`src/source/exec_pkg.sv`:
```
//----------------------------
// Shared types for the two-stage execute block. Widths, unit and
// micro-op enums, and the packed structs passed between stages.
// Referenced by scoped name from every module and the testbench.
//----------------------------

package exec_pkg;

    parameter int XLEN = 32;                 // Data path width

    //----------------------------
    // Unit and micro-op encodings
    //----------------------------

    typedef enum logic [1:0] {
        FU_ALU = 2'd0,                       // Integer ALU
        FU_LSU = 2'd1,                       // Load/store address gen
        FU_CFU = 2'd2,                       // Branches and jumps
        FU_CSR = 2'd3                        // CSR access
    } fu_e;

    typedef enum logic [3:0] {
        ALU_ADD  = 4'd0,
        ALU_SUB  = 4'd1,
        ALU_XOR  = 4'd2,
        ALU_OR   = 4'd3,
        ALU_AND  = 4'd4,
        ALU_SLL  = 4'd5,
        ALU_SRL  = 4'd6,
        ALU_SRA  = 4'd7,
        ALU_SLT  = 4'd8,                     // Signed set-less-than
        ALU_SLTU = 4'd9                      // Unsigned set-less-than
    } alu_op_e;

    // Top two bits group the CFU ops: 00 conditional, 01 resolved, 10 jump
    typedef enum logic [4:0] {
        CFU_BEQ       = 5'b00_001,
        CFU_BGE       = 5'b00_010,
        CFU_BGEU      = 5'b00_011,
        CFU_BLT       = 5'b00_100,
        CFU_BLTU      = 5'b00_101,
        CFU_BNE       = 5'b00_110,
        CFU_NOT_TAKEN = 5'b01_000,           // Branch resolved, fall through
        CFU_TAKEN     = 5'b01_001,           // Branch resolved, taken
        CFU_JALI      = 5'b10_010,           // Jump, target in opr_c
        CFU_JALR      = 5'b10_100            // Jump, target is rs1 + imm
    } cfu_op_e;

    typedef enum logic [4:0] {
        LSU_LOAD  = 5'b01_000,
        LSU_STORE = 5'b10_000
    } lsu_op_e;

    typedef logic [4:0] uop_t;               // Meaning set by the fu field

    //----------------------------
    // Stage payloads
    //----------------------------

    typedef struct packed {
        logic            trap;               // Raise a trap, cause in rd
        logic [4:0]      rd;                 // Destination register
        fu_e             fu;                 // Functional unit
        uop_t            uop;                // Micro-op code
        logic [XLEN-1:0] opr_a;              // Operand A
        logic [XLEN-1:0] opr_b;              // Operand B
        logic [XLEN-1:0] opr_c;              // Operand C
    } ex_in_t;

    typedef struct packed {
        alu_op_e op;                         // ALU operation
        logic    is_cmp;                     // Conditional branch compare
    } alu_ctl_t;

    typedef struct packed {
        logic            trap;
        logic [4:0]      rd;
        fu_e             fu;
        uop_t            uop;
        logic [XLEN-1:0] opr_a;
        logic [XLEN-1:0] opr_b;
        logic [XLEN-1:0] opr_c;
        alu_ctl_t        ctl;                // Decoded in stage one
    } ex_mid_t;

    typedef struct packed {
        logic            trap;
        logic [4:0]      rd;
        fu_e             fu;
        uop_t            uop;                // Rewritten for branches
        logic [XLEN-1:0] opr_a;              // Result / address / target
        logic [XLEN-1:0] opr_b;              // Store data / CSR data / cause
    } ex_out_t;

endpackage

```
`src/source/exec_alu.sv`:
```
//----------------------------
// Single-cycle integer ALU. Drives the selected result plus the
// raw sum, less-than and equal flags used for addresses and
// branch resolution in the second execute stage.
//----------------------------

`timescale 1ns/10ps

module exec_alu (
    input  exec_pkg::alu_ctl_t          i_ctl,    // Operation select
    input  logic [exec_pkg::XLEN-1:0]   i_lhs,    // Left hand operand
    input  logic [exec_pkg::XLEN-1:0]   i_rhs,    // Right hand operand
    output logic [exec_pkg::XLEN-1:0]   o_result, // Selected result
    output logic [exec_pkg::XLEN-1:0]   o_sum,    // Always lhs + rhs
    output logic                        o_lt,     // lhs < rhs
    output logic                        o_eq      // lhs == rhs
);

    logic [4:0]                shamt;             // Shift amount
    logic                      cmp_unsigned;      // Compare as unsigned
    logic [exec_pkg::XLEN-1:0] diff;              // lhs - rhs

    assign shamt        = i_rhs[4:0];             // Low five bits only
    assign cmp_unsigned = (i_ctl.op == exec_pkg::ALU_SLTU);

    assign o_sum = i_lhs + i_rhs;                 // Address adder
    assign diff  = i_lhs - i_rhs;

    // Flags
    assign o_eq = (i_lhs == i_rhs);
    assign o_lt = cmp_unsigned ? (i_lhs < i_rhs)
                               : ($signed(i_lhs) < $signed(i_rhs));

    //----------------------------
    // Result select
    //----------------------------

    always_comb begin
        case (i_ctl.op)
            exec_pkg::ALU_ADD: begin
                o_result = o_sum;
            end
            exec_pkg::ALU_SUB: begin
                o_result = diff;
            end
            exec_pkg::ALU_XOR: begin
                o_result = i_lhs ^ i_rhs;
            end
            exec_pkg::ALU_OR: begin
                o_result = i_lhs | i_rhs;
            end
            exec_pkg::ALU_AND: begin
                o_result = i_lhs & i_rhs;
            end
            exec_pkg::ALU_SLL: begin
                o_result = i_lhs << shamt;        // Logical left
            end
            exec_pkg::ALU_SRL: begin
                o_result = i_lhs >> shamt;        // Zero fill
            end
            exec_pkg::ALU_SRA: begin
                o_result = $signed(i_lhs) >>> shamt; // Sign fill
            end
            exec_pkg::ALU_SLT, exec_pkg::ALU_SLTU: begin
                // Signedness already folded into o_lt
                o_result = {{(exec_pkg::XLEN-1){1'b0}}, o_lt};
            end
            default: begin
                o_result = o_sum;                 // Unused encodings
            end
        endcase
    end

endmodule

```
`src/source/exec_decode.sv`:
```
//----------------------------
// First execute stage. Registers the incoming instruction and
// turns unit plus micro-op into ALU control for stage two.
// Holds one item under the valid/busy level handshake.
//----------------------------

`timescale 1ns/10ps

module exec_decode (
    input  logic              g_clk,      // Global clock
    input  logic              g_resetn,   // Synchronous reset, active low
    input  logic              i_flush,    // Drop the held item
    input  logic              i_valid,    // Upstream item present
    output logic              o_busy,     // Cannot take an item this cycle
    input  exec_pkg::ex_in_t  i_ex_in,    // Upstream instruction
    output logic              o_valid,    // Held item present
    input  logic              i_busy,     // Stage two is stalled
    output exec_pkg::ex_mid_t o_mid       // Held item plus ALU control
);

    exec_pkg::alu_ctl_t  n_ctl;           // Decoded ALU control
    exec_pkg::ex_mid_t   n_mid;           // Next register contents
    logic                accept;          // Transfer on this edge

    //----------------------------
    // ALU control decode
    //----------------------------

    always_comb begin
        n_ctl.op     = exec_pkg::ALU_ADD;  // Address / pass-through default
        n_ctl.is_cmp = 1'b0;
        case (i_ex_in.fu)
            exec_pkg::FU_ALU: begin
                // ALU uop is the opcode zero-extended
                n_ctl.op = exec_pkg::alu_op_e'(i_ex_in.uop[3:0]);
            end
            exec_pkg::FU_CFU: begin
                case (exec_pkg::cfu_op_e'(i_ex_in.uop))
                    exec_pkg::CFU_BEQ, exec_pkg::CFU_BNE,
                    exec_pkg::CFU_BLT, exec_pkg::CFU_BGE: begin
                        n_ctl.op     = exec_pkg::ALU_SLT;  // Signed compare
                        n_ctl.is_cmp = 1'b1;
                    end
                    exec_pkg::CFU_BLTU, exec_pkg::CFU_BGEU: begin
                        n_ctl.op     = exec_pkg::ALU_SLTU; // Unsigned compare
                        n_ctl.is_cmp = 1'b1;
                    end
                    default: begin
                        n_ctl.op = exec_pkg::ALU_ADD;      // jalr target sum
                    end
                endcase
            end
            default: begin
                n_ctl.op = exec_pkg::ALU_ADD;              // LSU and CSR
            end
        endcase
    end

    // Pack the next stage register
    always_comb begin
        n_mid.trap  = i_ex_in.trap;
        n_mid.rd    = i_ex_in.rd;
        n_mid.fu    = i_ex_in.fu;
        n_mid.uop   = i_ex_in.uop;
        n_mid.opr_a = i_ex_in.opr_a;
        n_mid.opr_b = i_ex_in.opr_b;
        n_mid.opr_c = i_ex_in.opr_c;
        n_mid.ctl   = n_ctl;
    end

    //----------------------------
    // Handshake and register
    //----------------------------

    assign o_busy = o_valid && i_busy;     // Full and cannot drain
    assign accept = i_valid && !o_busy && !i_flush;

    always_ff @(posedge g_clk) begin
        if (!g_resetn || i_flush) begin
            o_valid <= 1'b0;               // Empty the stage
        end else if (!o_busy) begin
            o_valid <= i_valid;            // Drained or refilled
        end
    end

    always_ff @(posedge g_clk) begin
        if (accept) begin
            o_mid <= n_mid;                // Payload only, no reset
        end
    end

endmodule

```
`src/source/exec_resolve.sv`:
```
//----------------------------
// Second execute stage. Runs the ALU, resolves conditional
// branches, forms operands A and B per unit and registers the
// result towards the memory stage.
//----------------------------

`timescale 1ns/10ps

module exec_resolve (
    input  logic              g_clk,      // Global clock
    input  logic              g_resetn,   // Synchronous reset, active low
    input  logic              i_flush,    // Drop the held item
    input  logic              i_valid,    // Stage one item present
    output logic              o_busy,     // Cannot take an item this cycle
    input  exec_pkg::ex_mid_t i_mid,      // Stage one item
    output logic              o_valid,    // Result present
    input  logic              i_busy,     // Downstream stalled
    output exec_pkg::ex_out_t o_ex_out    // Registered result
);

    logic [exec_pkg::XLEN-1:0] alu_result; // Selected ALU result
    logic [exec_pkg::XLEN-1:0] alu_sum;    // opr_a + opr_b
    logic                      alu_lt;
    logic                      alu_eq;
    logic                      is_cond;    // Conditional branch
    logic                      cond_taken; // Branch condition holds
    logic                      is_store;
    logic                      is_jalr;
    exec_pkg::ex_out_t         n_out;      // Next output register
    logic                      accept;

    exec_alu u_alu (
        .i_ctl    (i_mid.ctl),
        .i_lhs    (i_mid.opr_a),
        .i_rhs    (i_mid.opr_b),
        .o_result (alu_result),
        .o_sum    (alu_sum),
        .o_lt     (alu_lt),
        .o_eq     (alu_eq)
    );

    //----------------------------
    // Branch resolution
    //----------------------------

    assign is_cond  = (i_mid.fu == exec_pkg::FU_CFU) && i_mid.ctl.is_cmp;
    assign is_jalr  = (i_mid.uop == exec_pkg::CFU_JALR);
    assign is_store = (i_mid.uop == exec_pkg::LSU_STORE);

    always_comb begin
        case (exec_pkg::cfu_op_e'(i_mid.uop))
            exec_pkg::CFU_BEQ:  cond_taken =  alu_eq;
            exec_pkg::CFU_BNE:  cond_taken = !alu_eq;
            exec_pkg::CFU_BLT:  cond_taken =  alu_lt;  // Signed lt
            exec_pkg::CFU_BGE:  cond_taken = !alu_lt;
            exec_pkg::CFU_BLTU: cond_taken =  alu_lt;  // Unsigned lt
            exec_pkg::CFU_BGEU: cond_taken = !alu_lt;
            default:            cond_taken = 1'b0;
        endcase
    end

    //----------------------------
    // Operand formation
    //----------------------------

    always_comb begin
        n_out.trap  = i_mid.trap;
        n_out.rd    = i_mid.rd;
        n_out.fu    = i_mid.fu;
        n_out.uop   = i_mid.uop;
        n_out.opr_b = '0;
        case (i_mid.fu)
            exec_pkg::FU_ALU: begin
                n_out.opr_a = alu_result;
            end
            exec_pkg::FU_LSU: begin
                n_out.opr_a = alu_sum;                     // Effective address
                if (is_store) begin
                    n_out.opr_b = i_mid.opr_c;             // Store data
                end
            end
            exec_pkg::FU_CFU: begin
                if (is_jalr) begin
                    n_out.opr_a = {alu_sum[exec_pkg::XLEN-1:1], 1'b0};
                end else begin
                    n_out.opr_a = {i_mid.opr_c[exec_pkg::XLEN-1:1], 1'b0};
                end
                if (is_cond) begin
                    n_out.uop = cond_taken ? exec_pkg::CFU_TAKEN
                                           : exec_pkg::CFU_NOT_TAKEN;
                end
            end
            default: begin
                n_out.opr_a = i_mid.opr_a;                 // CSR write data
                n_out.opr_b = i_mid.opr_c;                 // CSR address
            end
        endcase
        if (i_mid.trap) begin
            n_out.opr_b = {{(exec_pkg::XLEN-5){1'b0}}, i_mid.rd}; // Cause
        end
    end

    //----------------------------
    // Handshake and register
    //----------------------------

    assign o_busy = o_valid && i_busy;
    assign accept = i_valid && !o_busy && !i_flush;

    always_ff @(posedge g_clk) begin
        if (!g_resetn || i_flush) begin
            o_valid <= 1'b0;
        end else if (!o_busy) begin
            o_valid <= i_valid;
        end
    end

    always_ff @(posedge g_clk) begin
        if (accept) begin
            o_ex_out <= n_out;             // Holds while downstream busy
        end
    end

endmodule

```
`src/source/exec_top.sv`:
```
//----------------------------
// Execute stage top level. Chains the decode and resolve
// register stages, two items in flight at most.
//----------------------------

`timescale 1ns/10ps

module exec_top (
    input  logic              g_clk,      // Global clock
    input  logic              g_resetn,   // Synchronous reset, active low
    input  logic              i_flush,    // Empty both stages
    input  logic              i_valid,    // Instruction present
    output logic              o_busy,     // Stage cannot accept
    input  exec_pkg::ex_in_t  i_ex_in,    // Decoded instruction
    output logic              o_valid,    // Result present
    input  logic              i_busy,     // Downstream stalled
    output exec_pkg::ex_out_t o_ex_out    // Execute result
);

    logic              mid_valid;         // Stage one holds an item
    logic              mid_busy;          // Stage two stalled
    exec_pkg::ex_mid_t mid;               // Stage one register

    exec_decode u_decode (
        .g_clk    (g_clk),
        .g_resetn (g_resetn),
        .i_flush  (i_flush),
        .i_valid  (i_valid),
        .o_busy   (o_busy),
        .i_ex_in  (i_ex_in),
        .o_valid  (mid_valid),
        .i_busy   (mid_busy),
        .o_mid    (mid)
    );

    exec_resolve u_resolve (
        .g_clk    (g_clk),
        .g_resetn (g_resetn),
        .i_flush  (i_flush),
        .i_valid  (mid_valid),
        .o_busy   (mid_busy),
        .i_mid    (mid),
        .o_valid  (o_valid),
        .i_busy   (i_busy),
        .o_ex_out (o_ex_out)
    );

endmodule

```
`config.mk`:
```
export PLATFORM = sky130hd
export DESIGN_NAME = exec_top
export DESIGN_NICKNAME = d
export VERILOG_FILES = /design/src/source/exec_pkg.sv /design/src/source/exec_alu.sv /design/src/source/exec_decode.sv /design/src/source/exec_resolve.sv /design/src/source/exec_top.sv
export SDC_FILE = /design/constraint.sdc
export NUM_CORES = 1
export LEC_CHECK = 0
export ABC_CLOCK_PERIOD_IN_PS = 14300
export BUFFER_PORTS_ARGS = -buffer_cell sky130_fd_sc_hd__buf_4
export CORE_MARGIN = 2
export CORE_UTILIZATION = 61
export DETAILED_ROUTE_END_ITERATION = 10
export MAX_ROUTING_LAYER = met4
export PLACE_DENSITY = 0.83
export SLEW_MARGIN = 0
export SYNTH_ARGS = -nofsm -noshare
export SYNTH_HDL_FRONTEND = slang
export SYNTH_HIERARCHICAL = 1
export SYNTH_SLANG_ARGS = --single-unit
```
`constraint.sdc`:
```
create_clock -name g_clk -period 14.3 [get_ports g_clk]
set_clock_uncertainty 0.2 [all_clocks]
set_input_delay 2.86 -clock g_clk [delete_from_list [all_inputs] [get_ports g_clk]]
set_output_delay 2.86 -clock g_clk [all_outputs]
set_load 0.005 [all_outputs]
```
==> key figures <==
Logic synthesis
  • Post-synthesis sequential area ratio: between 30% and 40%
  • Number of flops mapped to enable cells by yosys: 191
  • Avg Synthesized Cell Area: between 9 and 10 µm²
  • Cell variety after synth: between 90 and 100
  • Synthesized area: 0.0171 mm²
  • Syn_nets: 1969
  • #FFs+latches synth: approximately 190
  • Syn. warnings: 6
  • Top FF cell, synth: edfxtp_1
  • Ys async rst share: 0%
  • Post-Synthesis Cells: between 1500 and 2000

Layout
  • Most frequent cells in the layout: buf_4, edfxtp_1, nor2_1, nand2_1, ha_1
  • Fraction of layout cells with a size suffix above 1: between 20% and 30%
  • Final #Nets: 2068
  • Register area: between 0.005 and 0.006 mm²
  • Commonest non-fill, non-tap cell in the layout: buf_4
  • Final core occ: ~69%
  • Area of the multi-input gates: ~0.01 mm²
  • Fillers: ~2100
  • Final Instance Count excl. Fillers: 2248
  • Area growth syn-to-layout: 12.2%

Drt
  • DR iter-0 viols: slightly above 2000
  • DRT antenna net count: 0
  • Drt drc: 0
  • DR vias: around 16000
  • Drt pass-1 iters: 6
  • WL/cell: ~27 µm
  • Post-DR vias/cell: about 7
  • Total wire length: 60.3 mm

STA
  • Final Hold Vio Count: 0
  • Peak Freq: approximately 150 MHz
  • Slew margin rel.: 28.1%
  • Fraction of the cycle the final worst path needs: roughly 46%
  • Worst Tran Pin Value: roughly 1.1 ns
  • Max Transition Viols Final: 0
  • Count of endpoints failing setup in the final report: 0
  • Final min period: between 6 and 7 ns
  • Setup TNS: 0 ns
  • Unrepaired setup endpoints after global routing: no

Floorplanning
  • Initial Util: roughly three fifths
  • IO Count: roughly 190
  • Die X: 171 µm
  • # rows: slightly above 60
  • Die footprint: ~0.03 mm²
  • Placeable Area: about 0.028 mm²
  • Die Ht: approximately 170 µm

Global routing
  • Total GRT Usage: a little over two fifths
  • First-pass GRT wire length: slightly below 90 mm
  • Initial antenna violation count: 2
  • GRT Residual Overflow: 0
  • Largest net degree at the start of global routing: 78
  • Vias in the first global route: ~15000

Worst setup path
  • Crit path DAT: 3.48 ns
  • CP startpoint kind: input port
  • End of the critical path: o_busy
  • Crit. Startpoint: i_busy
  • Worst Reg-to-Reg Cells: 15
  • Data required time of the worst path: about 11 ns
  • Reg2reg end: u_resolve/o_ex_out[64]
  • Reg-to-Reg Start: u_decode/o_mid[39]
  • Setup crit end kind: output port
  • Flop2flop setup slack: 8.72 ns
  • Critical Path Fanout Max: 3
  • Crit Path Category: input port to output port

Power
  • Max IR drop VDD: 0.0967 mV
  • Static leakage: between 7 and 8 nW
  • Pwr Density: ~95 mW/mm²

Worst hold path
  • Hold WC Path Type: flop to flop

Clocking
  • Post-CTS Setup Bufs: 0
  • Total clock sinks: between 150 and 200
  • CTS tree: yes
  • Latest clock arrival within the worst-skew pair: roughly 0.47 ns
  • Post-CTS resize count: 0
  • Clk buf depth: 2
  • Cts-stage hold buffer count: 0
  • H-tree Lvls: 4
  • CTS clk-pin slew, worst paths: 0.07 ns
  • Clock root buffer: clkbuf_16
  • CTS buffer count: 17

Place
  • Placed cell count: approximately 2200
  • Routability cong.: roughly 1.1
  • Port bufs: 192
  • Hpwl dp: between 40 and 50 mm

Job
  • Total of max-cap violations: 0

Status
  • Status: finished, final reports clean
==> power by group <==
group	total [mW]	internal (mW)	leakage, nW	switching (mW)
logic	0.627	0.250	5.60	0.377
registers	0.701	0.659	1.74	0.0419
clock network	0.494	0.262	0.288	0.232
==> final cells by class <==
type / instances / share of cell area [%]
antenna: 2 / 0.0261
clock buffer: 19 / 2.26
clock inverter: 13 / 0.810
inverter: 100 / 1.96
multi-input combinational: 1320 / 53.6
sequential: 193 / 30.2
tap: 378 / 2.47
timing repair buffer: 223 / 8.74
==> metal layers <==
| metal | track usage [%] | vias up | part of all wire (%) |
|---|---|---|---|
| met4 | 21.2 | 0 | 5.7 |
| met1 | 52.0 | 7586 | 38 |
| li1 | - | 6921 | - |
| met2 | 63.5 | 1168 | 45 |
| met5 | - | - | 0 |
| met3 | 11.6 | 250 | 12 |
==> cell families (layout without fill, tap and decap cells) <==
group | count (synthesis) | in the layout | synth area share, %
adder cells (fa/ha/maj) | 99 | 99 | 7.35
AND/OR/NAND/NOR | 540 | 540 | 15.5
XOR/XNOR | 36 | 36 | 1.85
multiplexers | 158 | 158 | 14.0
buffers and inverters | 243 | 355 | 6.44
other | 0 | 2 | 0
AO/OA/AOI/OAI | 487 | 487 | 21.0
flip-flops | 193 | 193 | 33.8
==> metrics by stage <==
stage	power (mW)	area (µm²)	hold slack (ns)	setup slack (ns)
6_report	1.82	19100	0.259	7.76
5_1_grt	1.88	19100	0.268	7.72
4_1_cts	1.80	19100	0.257	7.76
3_5_place_dp	1.31	18600	0.240	7.76
3_3_place_gp	1.30	18600	0.232	7.78
2_1_floorplan	1.13	17100	0.221	1.88
==> cells in the mapped netlist (all sizes together), types with 6 or more instances <==
library cell,instances,share of area (%)
nand2b,11,0.40
mux2,16,1.1
a21o,17,0.75
a311oi,6,0.31
inv,99,2.2
o31ai,12,0.53
a2bb2oi,35,1.8
o22ai,9,0.33
edfxtp,191,34
mux4,62,8.2
a31oi,11,0.44
a22oi,16,0.76
nand4,41,1.5
o211ai,53,3.2
a32o,6,0.35
nand2,111,2.4
o22a,6,0.31
buf,69,2.6
o2111ai,7,0.40
nor3b,8,0.35
mux2i,80,4.7
a21oi,99,3.0
o21bai,11,0.48
a211oi,20,0.91
a221o,9,0.53
nor2,165,3.6
nand3,58,1.7
ha,97,7.1
a2111oi,9,0.51
and2,12,0.44
clkbuf,74,1.6
o21ai,91,2.7
o221ai,8,0.45
nor2b,18,0.66
nor4,10,0.37
nor3,33,1.0
a221oi,22,1.2
and3,43,1.6
xnor2,32,1.6
or3,7,0.26
==> worst min path at each step <==
stage                             start                     end  slack, ns  cells after the start
floorplan           u_decode/o_mid[106]  u_resolve/o_ex_out[69]       0.22                      0
global placement    u_decode/o_mid[108]  u_resolve/o_ex_out[71]       0.23                      0
detailed placement  u_decode/o_mid[111]  u_resolve/o_ex_out[74]       0.24                      0
CTS                 u_decode/o_mid[111]  u_resolve/o_ex_out[74]       0.26                      0
global route        u_decode/o_mid[112]  u_resolve/o_ex_out[75]       0.27                      0
finish              u_decode/o_mid[111]  u_resolve/o_ex_out[74]       0.26                      0
==> worst max-delay path, cell delays in order <==
cell and delay [ns]:
buf_4 0.11, and2_1 0.18, and2_1 0.20, buf_4 0.14
==> state kept, by name, indices dropped and copies added (netlist names) <==
signal,flops
u_resolve/o_valid,1
u_decode/o_valid,1
u_decode/o_mid,114
u_resolve/o_ex_out,77
Power figures use the tool's default switching activity.
